===== src/hdl/pcb_params.svh =====
`ifndef PCB_PARAMS_SVH
`define PCB_PARAMS_SVH

////////////////////////////////////////////////////////////
// buffer pool geometry
////////////////////////////////////////////////////////////

`define PCB_NUM_BUF     512             // buffer ids in the pool
`define PCB_ID_W        9               // log2 of the buffer count
`define PCB_CNT_W       4               // reference count width

////////////////////////////////////////////////////////////
// register access
////////////////////////////////////////////////////////////

`define PCB_APB_AW      4               // byte address, four word registers
`define PCB_DATA_W      32

`define PCB_REG_STATUS  4'h0            // bit 0 is init done
`define PCB_REG_FREE    4'h4            // ids held in the pool
`define PCB_REG_OVF     4'h8            // double push count
`define PCB_REG_UDF     4'hC            // stale pop count

`endif

===== src/hdl/pcb_pkg.sv =====
`include "pcb_params.svh"
`default_nettype none

package pcb_pkg;

        typedef logic [`PCB_ID_W-1:0]   bufid_t;
        typedef logic [`PCB_CNT_W-1:0]  refcnt_t;

        ////////////////////////////////////////////////////////////
        // id traffic
        ////////////////////////////////////////////////////////////

        typedef struct packed {
                logic           valid;
                bufid_t         id;             // pool head
        } alloc_t;

        typedef struct packed {
                logic           valid;
                bufid_t         id;             // id handed back by a port
        } release_t;

        typedef struct packed {
                logic           wr;
                bufid_t         id;
                refcnt_t        cnt;            // number of outgoing copies
        } cnt_set_t;

        typedef struct packed {
                logic           push;
                bufid_t         push_id;
                logic           pop;
                bufid_t         pop_id;
        } pool_op_t;

        ////////////////////////////////////////////////////////////
        // register side
        ////////////////////////////////////////////////////////////

        typedef struct packed {
                logic                           psel;
                logic                           penable;
                logic                           pwrite;
                logic [`PCB_APB_AW-1:0]         paddr;
                logic [`PCB_DATA_W-1:0]         pwdata;
        } apb_req_t;

        typedef struct packed {
                logic [`PCB_DATA_W-1:0]         prdata;
                logic                           pslverr;
        } apb_rsp_t;

        typedef struct packed {
                logic [`PCB_DATA_W-1:0]         ovf;
                logic [`PCB_DATA_W-1:0]         udf;
        } audit_cnt_t;

        typedef struct packed {
                logic                           ovf;
                logic                           udf;
        } audit_clr_t;

        typedef enum logic {
                POOL_INIT,                      // writing ids 0 .. N-1
                POOL_RUN
        } pool_state_e;

        typedef enum logic [`PCB_APB_AW-1:0] {
                REG_STATUS      = `PCB_REG_STATUS,
                REG_FREE        = `PCB_REG_FREE,
                REG_OVF         = `PCB_REG_OVF,
                REG_UDF         = `PCB_REG_UDF
        } reg_addr_e;

endpackage

`default_nettype wire


===== src/hdl/bufid_free_pool.sv =====
`timescale 1ns/1ns
`include "pcb_params.svh"
`default_nettype none

module bufid_free_pool (
        input  wire                             clk_sys,
        input  wire                             reset_n,
        input  wire                             i_push,
        input  wire pcb_pkg::bufid_t            i_push_id,
        output pcb_pkg::alloc_t                 o_alloc,
        input  wire                             i_alloc_ack,
        output pcb_pkg::pool_op_t               o_pool_op,
        output logic                            o_init_done,
        output logic [`PCB_ID_W:0]              o_free_cnt
);
        import pcb_pkg::*;

        pool_state_e            state;
        bufid_t                 mem [`PCB_NUM_BUF];
        bufid_t                 wr_ptr;
        bufid_t                 rd_ptr;
        logic [`PCB_ID_W:0]     count;
        logic                   full;
        logic                   push_en;
        bufid_t                 push_id;
        logic                   pop;
        bufid_t                 head_id;

        assign full    = (count == `PCB_NUM_BUF);
        // during the fill the write pointer doubles as the next id
        assign push_en = (state == POOL_INIT) || (i_push && !full);
        assign push_id = (state == POOL_INIT) ? wr_ptr : i_push_id;
        assign head_id = mem[rd_ptr];
        assign pop     = o_alloc.valid && i_alloc_ack;

        ////////////////////////////////////////////////////////////
        // fill sequence
        ////////////////////////////////////////////////////////////

        always_ff @(posedge clk_sys or negedge reset_n) begin
                if (!reset_n) begin
                        state <= POOL_INIT;
                end else if (state == POOL_INIT && wr_ptr == bufid_t'(`PCB_NUM_BUF - 1)) begin
                        state <= POOL_RUN;              // last id goes in this edge
                end
        end

        ////////////////////////////////////////////////////////////
        // FIFO
        ////////////////////////////////////////////////////////////

        always_ff @(posedge clk_sys) begin
                if (push_en) begin
                        mem[wr_ptr] <= push_id;
                end
        end

        always_ff @(posedge clk_sys or negedge reset_n) begin
                if (!reset_n) begin
                        wr_ptr <= '0;
                        rd_ptr <= '0;
                        count  <= '0;
                end else begin
                        if (push_en) begin
                                wr_ptr <= wr_ptr + 1'b1;        // wraps at the pool size
                        end
                        if (pop) begin
                                rd_ptr <= rd_ptr + 1'b1;
                        end
                        case ({push_en, pop})
                        2'b10:   count <= count + 1'b1;
                        2'b01:   count <= count - 1'b1;
                        default: count <= count;                // idle or push with pop
                        endcase
                end
        end

        assign o_alloc     = '{valid: (state == POOL_RUN) && (count != '0), id: head_id};
        assign o_pool_op   = '{push: push_en, push_id: push_id, pop: pop, pop_id: head_id};
        assign o_init_done = (state == POOL_RUN);
        assign o_free_cnt  = count;

        // an ack with no offer would pop an empty pool
        no_pop_when_empty: assert property (
                @(posedge clk_sys) disable iff (!reset_n)
                i_alloc_ack |-> o_alloc.valid);

        no_return_in_fill: assert property (
                @(posedge clk_sys) disable iff (!reset_n)
                i_push |-> o_init_done);

endmodule

`default_nettype wire


===== config.mk =====
export PLATFORM = sky130hd
export DESIGN_NAME = bufid_free_pool
export DESIGN_NICKNAME = d
export VERILOG_FILES = /design/src/hdl/pcb_pkg.sv /design/src/hdl/bufid_free_pool.sv
export VERILOG_INCLUDE_DIRS = /design/src /design/src/hdl
export SDC_FILE = /design/constraint.sdc
export NUM_CORES = 2
export LEC_CHECK = 0
export BUFFER_PORTS_ARGS = -buffer_cell sky130_fd_sc_hd__buf_2
export CORE_UTILIZATION = 45
export CTS_CLUSTER_DIAMETER = 100
export CTS_CLUSTER_SIZE = 14
export DETAILED_ROUTE_END_ITERATION = 10
export PLACE_DENSITY = 0.63
export REMOVE_ABC_BUFFERS = 1
export SLEW_MARGIN = 20
export SYNTH_ARGS = -nofsm -noshare
export SYNTH_HDL_FRONTEND = slang
export SYNTH_MEMORY_MAX_BITS = 65536
export SYNTH_SLANG_ARGS = --single-unit

===== constraint.sdc =====
create_clock -name clk_sys -period 39.6 [get_ports clk_sys]
set_input_delay 3.96 -clock clk_sys [delete_from_list [all_inputs] [get_ports clk_sys]]
set_output_delay 3.96 -clock clk_sys [all_outputs]
set_load 0.005 [all_outputs]

== Yosys cells after proc, flatten, opt, wreduce, memory -nomap -nowiden ==
Memories as Yosys holds them, arrays and structs flattened.
Index checks and enable logic that the tools add are counted.

* Logic and storage cells: 26
* Bits in registers: 29
* Memories: 1
* Memory bits (writable): 4,608
* Input port bits: 13
* Output and inout port bits: 41

* Add/sub/neg operators: 4
* Reductions and logical operators: 8
* Bitwise logic cells: 1
* Eq/ne operators: 4
* Multiplexer cells: 4

{| class="wikitable"
|+ Memory list
! name !! words !! width !! read ports !! clocked after memory_dff !! write ports !! line !! source
|-
| mem || 512 || 9 || 1 || 0 || 1 || bufid_free_pool.sv:19 || <nowiki>bufid_t mem [`PCB_NUM_BUF];</nowiki>
|}

{| class="wikitable"
|+ Operator list
! cell !! number
|-
| $pmux W10 S2 || 1
|-
| $add A9 B1 Y9 const B || 2
|-
| $add A10 B1 Y10 const B || 1
|-
| $eq A10 B10 Y1 const B || 1
|-
| $reduce_bool A10 Y1 || 1
|-
| $sub A10 B1 Y10 const B || 1
|-
| $eq A9 B9 Y1 const B || 1
|-
| $mux W9 || 1
|-
| $logic_and A1 B1 Y1 || 4
|-
| $eq A2 B1 Y1 const B || 1
|-
| $eq A2 B2 Y1 const B || 1
|-
| $mux W1 || 2
|-
| $reduce_bool A2 Y1 || 1
|-
| $logic_not A1 Y1 || 1
|-
| $logic_or A1 B1 Y1 || 1
|-
| $not A1 Y1 || 1
|}

== Depth between registers and ports, before layout ==
* Depth after elaboration: 6
* Depth in mapped cells: 16
* Gate-level depth less buffers: 14

== Worst setup path after synthesis ==
Ideal clock, no wire load.

* Path type: reg2reg
* Start point: register state, in the netlist o_init_done
* End point: memory mem[0][0] (netlist bit) (data pin)
* Required time: 35,412 ps
* Arrival time: 20,570 ps
* Library setup time: 4,188 ps
* Stages on the path, launching flop included: 3
* Slack: 14,843 ps
* Path buffers: 1
* Period minus slack after synthesis: 24,757 ps
* Cell sequence: dfrtp_1 clkbuf_1 o21ai_0

{| class="wikitable"
|+ RTL lines
! item !! line !! source
|-
| start: declaration || bufid_free_pool.sv:18 || <nowiki>pool_state_e state;</nowiki>
|-
| start signal: assignment || bufid_free_pool.sv:42 || <nowiki>state <= POOL_INIT;</nowiki>
|-
| start signal: assignment || bufid_free_pool.sv:44 || <nowiki>state <= POOL_RUN;</nowiki>
|-
| end: declaration || bufid_free_pool.sv:19 ||
|}

==> impl_metrics.yaml <==
routing:
  drtPass1Iterations: 8
  drcViolationCount: 0
  drtIter0Drc: 14100
  routed_wl_mm: 501
  wl_per_cell_um: 36.2
  via_per_inst: 6.47
  vias: 89600
  antenna_left: 0
global_routing:
  grt-ovfl-total: 0
  grt_pass1_wl_mm: 699
  grt_pass1_vias: 88300
  grt_antenna_before_repair: 43
  grt_usage: 0.248
  grt_max_degree: 201
timing:
  max_slew.worst_pin.slew_ns: 1.26
  grt_setup_unrepaired: "no"
  slew_headroom: 0.155
  min_period_ns: 12.42
  fin_crit_sh: 0.314
  fmax_mhz: 80.5
  slew_violations: 0
  fin_worst_skew_ns: 0.0441
  hold_viol_final: 0
  holdWs_ns: 0.542
  setup-violations-final: 0
finish:
  syn_to_final_growth_pct: 9.13
  final_util: 0.494
  fin_nets: 8518
  post_route_cells_drive_above_1_share: 0.220
  fin_cells: 13800
  fin_area_mm2: 0.196
setup_path:
  crit_arrival_ns: 8.46
  reg2reg_depth: 6
  r2r-end: "mem[459][0]$_DFFE_PP_"
  critical_path.startpoint: "rd_ptr[0]$_DFFE_PN0P_"
  critPathMaxFanout: 72
  endpoint: "o_alloc[8]"
  cp-end-kind: "output pin"
  worstPathRequired_ns: 35.64
  reg2reg_slack_ns: 34.73
  crit_type: "flip-flop to output pin"
  reg2reg_from: "o_init_done$_DFFE_PN0P_"
  worst_setup_path_start_kind: "flip-flop"
logic_synthesis:
  netlist_instances: 8370
  synth_warnings: 0
  ys_types: 73
  synth-seq-cells: 4637
  syn_area_per_cell_um2: 21.5
  seq_area_frac_synth: 0.775
  synth_area_mm2: 0.180
  synth_edf_count: 4608
  synthArstFlopShare: 0.00625
  synth_ff_type: "edfxtp_1"
power:
  p_leak_uw: 0.0544
  ir_drop_uv: 38.5
  cellPowerDensity_mw_per_mm2: 44.2
clocking:
  clkTransAtPathRegs_ns: 0.07
  clkSinkCount: 4637
  clk_latency_ns: 0.97
  postCtsHoldBufs: 0
  cts_root_buf: "clkbuf_16"
  postCtsSetupBuffers: 0
  clk_path_buf_depth: 4
  cts_htree_levels: 5
  cts_buffers: 369
  cts_resized: 0
  cts_tree: "yes"
floorplanning:
  core_mm2: 0.397
  num_rows: 231
  chipWidth_um: 634
  dieArea_mm2: 0.402
  die_h_um: 634
  io_pins: 54
  start_util: 0.453
placed_design:
  post-place-cells: 13400
  numPortBuffers: 53
  gp_congestion: 0.852
  placed_cell_area_mm2: 0.186
  dp_hpwl_mm: 299
job:
  cap_viol_max_count: 0
run_status:
  outcome: "completed"
worst_hold_path:
  hold_class: "flip-flop to flip-flop"
[placed cells by master, fill, tap and decap left out, types with 44 or more instances in the layout]
| cell | n |
|---|---|
| a211oi_1 | 49 |
| a221oi_1 | 49 |
| clkbuf_1 | 61 |
| buf_2 | 53 |
| a22oi_1 | 205 |
| a21oi_1 | 149 |
| clkbuf_16 | 379 |
| nand3_1 | 45 |
| nor2_2 | 44 |
| mux2i_1 | 299 |
| o221ai_1 | 56 |
| edfxtp_1 | 4608 |
| nor2_1 | 522 |
| buf_4 | 212 |
| mux4_2 | 1074 |
| o22ai_1 | 59 |
| o21ai_0 | 65 |
| nand2_1 | 196 |
[stage by stage]
stage                     TNS, ns  total power (µW)  setup slack [ns]
after floorplan           -318.88              5420            -14.15
final                           0              8670             27.18
after CTS                       0              8690             26.94
after global routing            0              8850             26.67
after detailed placement        0              5420             27.97
after global placement          0              5420             27.58
[power by group]
| group | leakage (µW) | switching (µW) | internal (µW) |
|---|---|---|---|
| combinational | 0.00992 | 1.25 | 0.458 |
| sequential | 0.0397 | 0 | 5310 |
| clock | 0.00483 | 1640 | 1710 |
[cells in the mapped netlist, types with 8 or more instances]
library cell  count  share of area
mux2i_1         299          0.017
inv_1            10        0.00021
xnor2_1          19        0.00093
a211oi_1         49         0.0020
or4_1             8        0.00033
o21ai_0          67         0.0019
edfxtp_1       4608           0.77
clkbuf_1        255         0.0053
mux4_2         1074           0.13
nor4_1           19        0.00066
nand3_1          58         0.0016
o22ai_1          59         0.0021
a221oi_1         50         0.0024
a22o_1           43         0.0021
a21oi_1         149         0.0042
nand2_1         198         0.0041
a2111oi_0        10        0.00049
nor2_1          570          0.012
o221ai_1         56         0.0027
buf_6            66         0.0041
dfrtp_1          29         0.0040
and3_1            8        0.00028
buf_2           101         0.0028
ha_1             15         0.0010
o211ai_1         17        0.00071
buf_4            71         0.0030
a22oi_1         205         0.0086
mux2_2           23         0.0014
nor3_1           28        0.00078
nand2b_1         12        0.00042
a31oi_1          16        0.00056
nor2b_1          20        0.00070
buf_1            35        0.00073
[registers in the layout, summed over array words and instances (netlist names)]
name	count
o_init_done	1
mem	4608
wr_ptr	9
rd_ptr	9
o_free_cnt	10
[final cells by class]
class	instances	area, µm²
Antenna cell	20	50.0
Clock buffer	440	9710
Clock inverter	12	199
Fill cell	31400	201000
Inverter	12	53.8
Multi-Input combinational cell	3186	38100
Sequential cell	4637	139000
Tap cell	5242	6560
Timing Repair Buffer	283	2210
[per-layer routing]
layer  routed length, µm  GRT usage  up-vias  part of all wire
met3               60200     0.0585      854              0.12
met5                 181          0        -           0.00036
met2              232000      0.380     5501              0.46
met4               18000     0.0814       24             0.036
met1              191000      0.353    48100              0.38
li1                    -          -    35100                 -
[kinds of logic after synthesis]
family          after synthesis  synth area share
simple gates                965            0.0226
fa+ha+maj                    16           0.00116
compound gates              786            0.0309
buf+inv                     547            0.0168
mux                        1396             0.153
xor+xnor                     23           0.00112
flops                      4637             0.775
[worst min-delay path by stage]
stage	start	to	slack (ns)	depth (start not counted)
floorplan	o_free_cnt[9]$_DFFE_PN0P_	o_free_cnt[9]$_DFFE_PN0P_	0.52	1
global placement	o_free_cnt[4]$_DFFE_PN0P_	o_free_cnt[4]$_DFFE_PN0P_	0.51	2
detailed placement	o_free_cnt[5]$_DFFE_PN0P_	o_free_cnt[5]$_DFFE_PN0P_	0.53	2
CTS	o_free_cnt[5]$_DFFE_PN0P_	o_free_cnt[5]$_DFFE_PN0P_	0.55	2
global route	o_free_cnt[5]$_DFFE_PN0P_	o_free_cnt[5]$_DFFE_PN0P_	0.58	2
finish	o_free_cnt[5]$_DFFE_PN0P_	o_free_cnt[5]$_DFFE_PN0P_	0.54	2
[worst max-delay path, stage by stage, from the launching register on]
cell,delay (ns)
dfrtp_4,0.76
buf_4,0.81
buf_12,0.52
buf_4,0.77
buf_4,0.72
buf_4,0.79
mux4_2,0.61
mux4_2,0.52
o21ai_1,0.17
nor2_1,0.14
a2111oi_1,0.84
a32oi_1,0.43
buf_2,0.25
Note: power is estimated with default switching activity, not from simulation.
