===== src/hdl/pcb_params.svh =====
`ifndef PCB_PARAMS_SVH
`define PCB_PARAMS_SVH

////////////////////////////////////////////////////////////
// buffer pool geometry
////////////////////////////////////////////////////////////

`define PCB_NUM_BUF     512             // buffer ids in the pool
`define PCB_ID_W        9               // log2 of the buffer count
`define PCB_CNT_W       4               // reference count width

////////////////////////////////////////////////////////////
// register access
////////////////////////////////////////////////////////////

`define PCB_APB_AW      4               // byte address, four word registers
`define PCB_DATA_W      32

`define PCB_REG_STATUS  4'h0            // bit 0 is init done
`define PCB_REG_FREE    4'h4            // ids held in the pool
`define PCB_REG_OVF     4'h8            // double push count
`define PCB_REG_UDF     4'hC            // stale pop count

`endif

===== src/hdl/pcb_pkg.sv =====
`include "pcb_params.svh"
`default_nettype none

package pcb_pkg;

        typedef logic [`PCB_ID_W-1:0]   bufid_t;
        typedef logic [`PCB_CNT_W-1:0]  refcnt_t;

        ////////////////////////////////////////////////////////////
        // id traffic
        ////////////////////////////////////////////////////////////

        typedef struct packed {
                logic           valid;
                bufid_t         id;             // pool head
        } alloc_t;

        typedef struct packed {
                logic           valid;
                bufid_t         id;             // id handed back by a port
        } release_t;

        typedef struct packed {
                logic           wr;
                bufid_t         id;
                refcnt_t        cnt;            // number of outgoing copies
        } cnt_set_t;

        typedef struct packed {
                logic           push;
                bufid_t         push_id;
                logic           pop;
                bufid_t         pop_id;
        } pool_op_t;

        ////////////////////////////////////////////////////////////
        // register side
        ////////////////////////////////////////////////////////////

        typedef struct packed {
                logic                           psel;
                logic                           penable;
                logic                           pwrite;
                logic [`PCB_APB_AW-1:0]         paddr;
                logic [`PCB_DATA_W-1:0]         pwdata;
        } apb_req_t;

        typedef struct packed {
                logic [`PCB_DATA_W-1:0]         prdata;
                logic                           pslverr;
        } apb_rsp_t;

        typedef struct packed {
                logic [`PCB_DATA_W-1:0]         ovf;
                logic [`PCB_DATA_W-1:0]         udf;
        } audit_cnt_t;

        typedef struct packed {
                logic                           ovf;
                logic                           udf;
        } audit_clr_t;

        typedef enum logic {
                POOL_INIT,                      // writing ids 0 .. N-1
                POOL_RUN
        } pool_state_e;

        typedef enum logic [`PCB_APB_AW-1:0] {
                REG_STATUS      = `PCB_REG_STATUS,
                REG_FREE        = `PCB_REG_FREE,
                REG_OVF         = `PCB_REG_OVF,
                REG_UDF         = `PCB_REG_UDF
        } reg_addr_e;

endpackage

`default_nettype wire


===== src/hdl/pcb_reg_access.sv =====
`timescale 1ns/1ns
`include "pcb_params.svh"
`default_nettype none

module pcb_reg_access (
        input  wire                             clk_sys,
        input  wire                             reset_n,
        input  wire pcb_pkg::apb_req_t          i_apb,
        output pcb_pkg::apb_rsp_t               o_apb,
        input  wire                             i_init_done,
        input  wire [`PCB_ID_W:0]               i_free_cnt,
        input  wire pcb_pkg::audit_cnt_t        i_audit,
        output pcb_pkg::audit_clr_t             o_clr
);
        import pcb_pkg::*;

        logic                           access;
        logic                           wr_access;
        reg_addr_e                      addr;
        logic                           mapped;
        logic [`PCB_DATA_W-1:0]         rd_val;
        logic [`PCB_DATA_W-1:0]         rd_data;

        assign access    = i_apb.psel && i_apb.penable;         // second APB phase
        assign wr_access = access && i_apb.pwrite;
        assign addr      = reg_addr_e'(i_apb.paddr);

        ////////////////////////////////////////////////////////////
        // read mux
        ////////////////////////////////////////////////////////////

        always_comb begin
                mapped = 1'b1;
                rd_val = '0;
                case (addr)
                REG_STATUS: rd_val = {{(`PCB_DATA_W-1){1'b0}}, i_init_done};
                REG_FREE:   rd_val = {{(`PCB_DATA_W-`PCB_ID_W-1){1'b0}}, i_free_cnt};
                REG_OVF:    rd_val = i_audit.ovf;
                REG_UDF:    rd_val = i_audit.udf;
                default:    mapped = 1'b0;              // holes and unaligned offsets
                endcase
        end

        assign rd_data = (access && !i_apb.pwrite) ? rd_val : '0;

        assign o_apb = '{prdata: rd_data, pslverr: access && !mapped};

        // no wait states, so the strobe is high for exactly one cycle
        assign o_clr = '{ovf: wr_access && (addr == REG_OVF),
                         udf: wr_access && (addr == REG_UDF)};

        ////////////////////////////////////////////////////////////
        // bus protocol
        ////////////////////////////////////////////////////////////

        penable_needs_psel: assert property (
                @(posedge clk_sys) disable iff (!reset_n)
                $rose(i_apb.penable) |-> i_apb.psel);

endmodule

`default_nettype wire


===== config.mk =====
export PLATFORM = sky130hd
export DESIGN_NAME = pcb_reg_access
export DESIGN_NICKNAME = d
export VERILOG_FILES = /design/src/hdl/pcb_pkg.sv /design/src/hdl/pcb_reg_access.sv
export VERILOG_INCLUDE_DIRS = /design/src /design/src/hdl
export SDC_FILE = /design/constraint.sdc
export NUM_CORES = 1
export LEC_CHECK = 0
export ABC_AREA = 1
export BUFFER_PORTS_ARGS = -buffer_cell sky130_fd_sc_hd__buf_2
export CAP_MARGIN = 20
export CORE_MARGIN = 10
export CORE_UTILIZATION = 30
export DETAILED_ROUTE_END_ITERATION = 10
export PLACE_DENSITY = 0.95
export SYNTH_ARGS = -nofsm -noshare
export SYNTH_HDL_FRONTEND = slang
export SYNTH_SLANG_ARGS = --single-unit
export TNS_END_PERCENT = 50

===== constraint.sdc =====
create_clock -name vclk -period 3
set_input_delay 0.6 -clock vclk [all_inputs]
set_output_delay 0.6 -clock vclk [all_outputs]
set_load 0.02 [all_outputs]

Word-level counts from Yosys, hierarchy flattened
Index checks and enable logic that the tools add are counted.
{"block": "classes", "n_eq_ne": 3, "muxes": 3, "reduce_logical": 10}
{"op": "32-bit one-hot mux with 4 select lines", "n": 1}
{"op": "32-bit 2-to-1 mux", "n": 1}
{"op": "4-bit == test, second input constant", "n": 2}
{"op": "1-bit logical AND", "n": 6}
{"op": "4-bit by 3-bit == test with 1-bit output, second input constant", "n": 1}
{"op": "4-bit logical NOT", "n": 1}
{"op": "4-bit OR reduction", "n": 1}
{"op": "1-bit logical NOT", "n": 2}
{"op": "1-bit 2-to-1 mux", "n": 1}
{"block": "word_totals", "ff_bits": 0, "elab_cells": 16}

Logic depth before layout (Yosys ltp)
Gate-level depths: netlist of the first run.
{"block": "depth", "word_depth": 5, "depth_mapped": 7, "mapped_depth_nobuf": 6}

Least setup slack after synthesis of the first run
No wires, ideal clock.
{"block": "synth_path", "path_type": "input -> output", "startpoint": "input i_apb[38] in the netlist's numbering", "endpoint": "output o_apb[12] in the netlist's numbering", "t_arrival_ns": 1.532, "slack_ns": 0.868, "stages": 5, "path_buffers": 1, "path_cell_list": "nand2_1 nor2_4 inv_1 clkbuf_1 a21oi_1"}
{"item": "start: declaration", "line_no": "pcb_reg_access.sv:8", "rtl": "input wire pcb_pkg::apb_req_t i_apb,"}
{"item": "end: declaration", "line_no": "pcb_reg_access.sv:9", "rtl": "output pcb_pkg::apb_rsp_t o_apb,"}

==> impl_metrics.yaml, run 1 <==
synthesis:
  synth.most_common_cell: "nand3_1"
  avgSynthCellArea_um2: 5.32
  synth_cells: 158
  synth_area_um2: 841
  synth_top_area_share_pct: 37.5
  synth.top_cells.by_count: "nand3_1 (63), nand2_1 (25), a21oi_1 (12), inv_1 (12), nand2_2 (11)"
  synth_nets: 274
  yosysTopAreaCell: "nand3_1"
  yosysUniqueCellTypes: 17
  yosysSeqAreaShare_pct: 0
  synthTopCellsByArea: "nand3_1 (38%), nand2_1 (11%), a21oi_2 (10%)"
  synth_warnings: 0
setup_path:
  cp-start-kind: "input port"
  crit_path_start: "i_apb[35]"
  required_ns: 2.40
  arrival_ns: 1.88
  worst-setup-path-type: "input port to output pin"
  critPathMaxFanout: 16
  end_kind: "output pin"
grt:
  grt_pass1_wl_um: 6400
  grt_overflow: 0
  antenna_found_initial: 0
  grt_pass1_vias: 1479
  groute.usage.overall_pct: 13.8
  grt_max_degree: 34
floorplanning:
  die_h_um: 72.9
  io_pins: 151
  die-area_um2: 5320
  core_area_um2: 2710
  die_x_um: 72.9
  start_util_pct: 31.0
  num_rows: 19
sta:
  setup_tns_ns: 0
  setup_viol: 0
  worst_pin_slew_ns: 0.856
  hold_violations: 0
  fmax_mhz: 403
  rsz0062_at_grt: "false"
  maxSlewViolCount: 0
  finalCritPeriodShare_pct: 82.8
  fin_ws_ns: 0.516
  period_needed_ns: 2.48
  relSlewSlack_pct: 42.9
job:
  drv_cap: 0
clock_tree:
  post_cts_buffers: 0
  ctsHoldBuffers: 0
  cts_resized: 0
layout:
  seq_cell_count: 0
  final.fill_count: 301
  nets: 386
  nClkBuffers: 0
  synthToLayoutAreaGrowth_pct: 71.4
  register_area_um2: 0
  diodes: 0
  drive_above_1_share_pct: 56.3
  multi_input_area_um2: 711
drt:
  wl_um: 4090
  via_per_inst: 4.91
  vias: 1467
  dr.pass1.iters: 4
  drt_iter0_markers: 49
  avgRoutedWirePerCell_um: 13.7
  final_antenna_net_count: 0
  drc: 0
power:
  powerDensity_nw_per_um2: 87.4
  vdd_ir_drop_max_v: 0.0000606
  total_power_mw: 0.126
  p_leak_nw: 0.819
placement:
  portBuffers: 117
  pre_cts_slack_ns: 0.502
  dp_hpwl_um: 3520
  globalplace.congestion: 0.755
min_path:
  hp-class: "input port to output pin"
  holdPathStages: 4
  min-delay-start: "i_audit[31]"
  worstHoldEndpoint: "o_apb[32]"
outcome:
  outcome: "complete, no violations"
==> through the flow <==
stage / util, % / hold WS [ns] / std cells / instance area (um2)
CTS: 53.2 / 1.55 / 299 / 1440
floorplan: - / 1.33 / 158 / 841
global route: 53.2 / 1.56 / 299 / 1440
detailed placement: 53.2 / 1.55 / 299 / 1440
finish: 53.2 / 1.55 / 299 / 1440
global placement: 53.2 / 1.54 / 299 / 1440
==> cell type report <==
cell class	instances	share of cell area, %
multi-input combinational	131	49.3
timing repair buffer	122	44.1
inverter	15	3.91
tap	31	2.69
==> layout by cell type, fill, tap and decap left out, drive strengths merged <==
master  netlist  layout
a21oi        22      22
nand2        36      36
clkinv        1       1
and3          1       1
nor3          2       2
nand3        63      63
buf          11     122
inv          14      14
nor2          7       7
==> worst max-delay path by stage <==
| stage | to | slack, ns | cells past startpoint |
|---|---|---|---|
| after floorplan | o_apb[12] | 0.87 | 5 |
| after global placement | o_apb[24] | 0.54 | 7 |
| after detailed placement | o_apb[16] | 0.50 | 7 |
| after CTS | o_apb[16] | 0.50 | 7 |
| after global routing | o_apb[16] | 0.41 | 7 |
| final | o_apb[16] | 0.52 | 7 |
==> critical path: stages <==
cell,delay (ns)
buf_2,0.14
nand2_2,0.09
nor3_4,0.31
buf_4,0.32
nand2_1,0.09
a21oi_1,0.14
buf_2,0.20
==> cell families after synthesis <==
group / after synthesis / synth area share, %
AO/OA/AOI/OAI: 22 / 17.6
AND/OR/NAND/NOR: 109 / 67.0
buffers and inverters: 27 / 15.5
==> layer usage <==
layer / vias up / global-route usage (%) / wire length [um]
li1: 760 / - / -
met1: 638 / 13.0 / 1400
met2: 69 / 26.3 / 2010
met3: 0 / 7.76 / 677
met4: 0 / 0.844 / 0
met5: - / 0 / 0
==> power by group <==
group | internal [mW] | leakage [nW] | switching [mW]
logic | 0.0580 | 0.819 | 0.0679
clock network | 0 | 0 | 0
registers | 0 | 0 | 0
total | 0.0580 | 0.819 | 0.0679
No activity file was read; power rests on OpenSTA's default activity.
==> run 2, diff against run 1 <==
--- a/config.mk
+++ b/config.mk
@@ -6,13 +6,13 @@
 export SDC_FILE = /design/constraint.sdc
 export NUM_CORES = 1
 export LEC_CHECK = 0
-export ABC_AREA = 1
+export ABC_AREA = 0
 export BUFFER_PORTS_ARGS = -buffer_cell sky130_fd_sc_hd__buf_2
 export CAP_MARGIN = 20
 export CORE_MARGIN = 10
-export CORE_UTILIZATION = 30
+export CORE_UTILIZATION = 24
 export DETAILED_ROUTE_END_ITERATION = 10
-export PLACE_DENSITY = 0.95
+export PLACE_DENSITY = 0.91
 export SYNTH_ARGS = -nofsm -noshare
 export SYNTH_HDL_FRONTEND = slang
 export SYNTH_SLANG_ARGS = --single-unit
==> constraint.sdc (replaced) <==
create_clock -name vclk -period 2.4
set_input_delay 0.48 -clock vclk [all_inputs]
set_output_delay 0.48 -clock vclk [all_outputs]
set_load 0.02 [all_outputs]
==> impl_metrics.yaml, run 2 <==
outcome:
  outcome: "complete, no violations"
power:
  powerDensity_nw_per_um2: 107
  total_power_mw: 0.134
  p_leak_nw: 0.669
  vdd_ir_drop_max_v: 0.0000796
grt:
  antenna_found_initial: 0
  grt_max_degree: 25
  grt_pass1_wl_um: 6020
  grt_overflow: 0
  groute.usage.overall_pct: 13.4
  grt_pass1_vias: 1334
layout:
  final_common_cell: "buf_2"
  diodes: 0
  final.fill_count: 281
  layout_common_cells: "buf_2 (117), a22oi_1 (32), nor2_1 (27)"
  seq_cell_count: 0
  nets: 327
  register_area_um2: 0
  drive_above_1_share_pct: 62.7
  nClkBuffers: 0
  fin_area_um2: 1250
  postLayoutCoreUtil_pct: 49.7
  synthToLayoutAreaGrowth_pct: 93.4
min_path:
  holdPathStages: 3
  min-delay-start: "i_apb[36]"
  hp-class: "input port to output pin"
  worstHoldEndpoint: "o_apb[6]"
clock_tree:
  post_cts_buffers: 0
  cts_resized: 0
  ctsHoldBuffers: 0
synthesis:
  synth_mux_area_share_pct: 8.69
  avgSynthCellArea_um2: 6.68
  yosysUniqueCellTypes: 19
  synth_top_family_by_area: "compound AO/OA/AOI/OAI gates"
  yosysTopAreaCell: "a22oi_1"
  synth_top_area_share_pct: 37.1
  synthXorXnorAreaFrac_pct: 0
  synth_compound_area_share_pct: 44.6
  synthSimpleGateAreaFrac_pct: 34.9
  synth_nets: 213
  synth_area_um2: 648
  synth_cells: 97
  synth_warnings: 0
  synthTopCellsByArea: "a22oi_1 (37%), nor2_1 (16%), mux2_2 (8.7%)"
  synth.most_common_cell: "a22oi_1"
  synthAdderAreaFrac_pct: 0
  yosysSeqAreaShare_pct: 0
  synth.top_cells.by_count: "a22oi_1 (32), nor2_1 (27), mux2_2 (5), nand2_1 (5)"
setup_path:
  end_kind: "output pin"
  critPathMaxFanout: 15
  required_ns: 1.92
  worst-setup-path-type: "input port to output pin"
  arrival_ns: 1.78
  cp-start-kind: "input port"
placement:
  dp_hpwl_um: 3360
  dpl_cell_area_um2: 1250
  globalplace.congestion: 0.711
  portBuffers: 117
sta:
  hold_violations: 0
  fmax_mhz: 442
  maxSlewViolCount: 0
  relSlewSlack_pct: 78.9
  finalCritPeriodShare_pct: 94.2
  worst_pin_slew_ns: 0.309
  period_needed_ns: 2.26
  rsz0062_at_grt: "false"
  setup_viol: 0
floorplanning:
  io_pins: 151
  die_h_um: 72.0
  die-area_um2: 5180
  die_x_um: 72.0
  start_util_pct: 25.7
  num_rows: 18
  core_area_um2: 2520
drt:
  wl_um: 3850
  dr.pass1.iters: 5
  avgRoutedWirePerCell_um: 16.1
  drt_iter0_markers: 30
  vias: 1209
  via_per_inst: 5.06
  drc: 0
  final_antenna_net_count: 0
job:
  drv_cap: 0
## run 2: per-layer routing
metal | track usage [%] | routed length [um]
met1 | 12.2 | 1300
met4 | 0.215 | 0
met3 | 6.67 | 496
met2 | 27.2 | 2050
met5 | 0 | 0
## run 2: final cells by class
| type | count | area [um2] | area share (%) |
|---|---|---|---|
| well taps | 30 | 37.5 | 2.99 |
| repair buffers | 123 | 643 | 51.3 |
| multi-input cells | 86 | 573 | 45.7 |
## run 2: worst max-delay path, cell delays in order
cell and delay, ns:
buf_2 0.13, or2_4 0.27, or3_1 0.37, buf_4 0.20, nor2_1 0.14, buf_2 0.18
## run 2: stage by stage
stage	setup slack, ns	std cells	hold slack [ns]	TNS (ns)
2_1_floorplan	-0.214	97	1.05	-0.428
3_3_place_gp	0.138	239	1.31	0
3_5_place_dp	0.147	239	1.31	0
4_1_cts	0.143	239	1.32	0
5_1_grt	0.0172	239	1.35	0
6_report	0.140	239	1.32	0
## run 2: power breakdown
part | internal [mW] | switching, mW
Sequential | 0 | 0
Clock | 0 | 0
Combinational | 0.0774 | 0.0570
Total | 0.0774 | 0.0570
## run 2: cells by family (layout without fill, tap and decap cells)
group,Yosys count,count (layout)
buffers and inverters,11,123
and+or+nand+nor,43,43
muxes,5,5
AOI/OAI and AO/OA,38,38
## run 2: worst max path at each step
stage          startpoint  endpoint  slack, ns  cells past startpoint
2_1_floorplan   i_apb[35]  o_apb[4]      -0.21                      5
3_3_place_gp    i_apb[33]  o_apb[8]       0.14                      6
3_5_place_dp    i_apb[33]  o_apb[8]       0.15                      6
4_1_cts         i_apb[33]  o_apb[8]       0.14                      6
5_1_grt         i_apb[35]  o_apb[7]       0.02                      5
6_report        i_apb[33]  o_apb[8]       0.14                      6
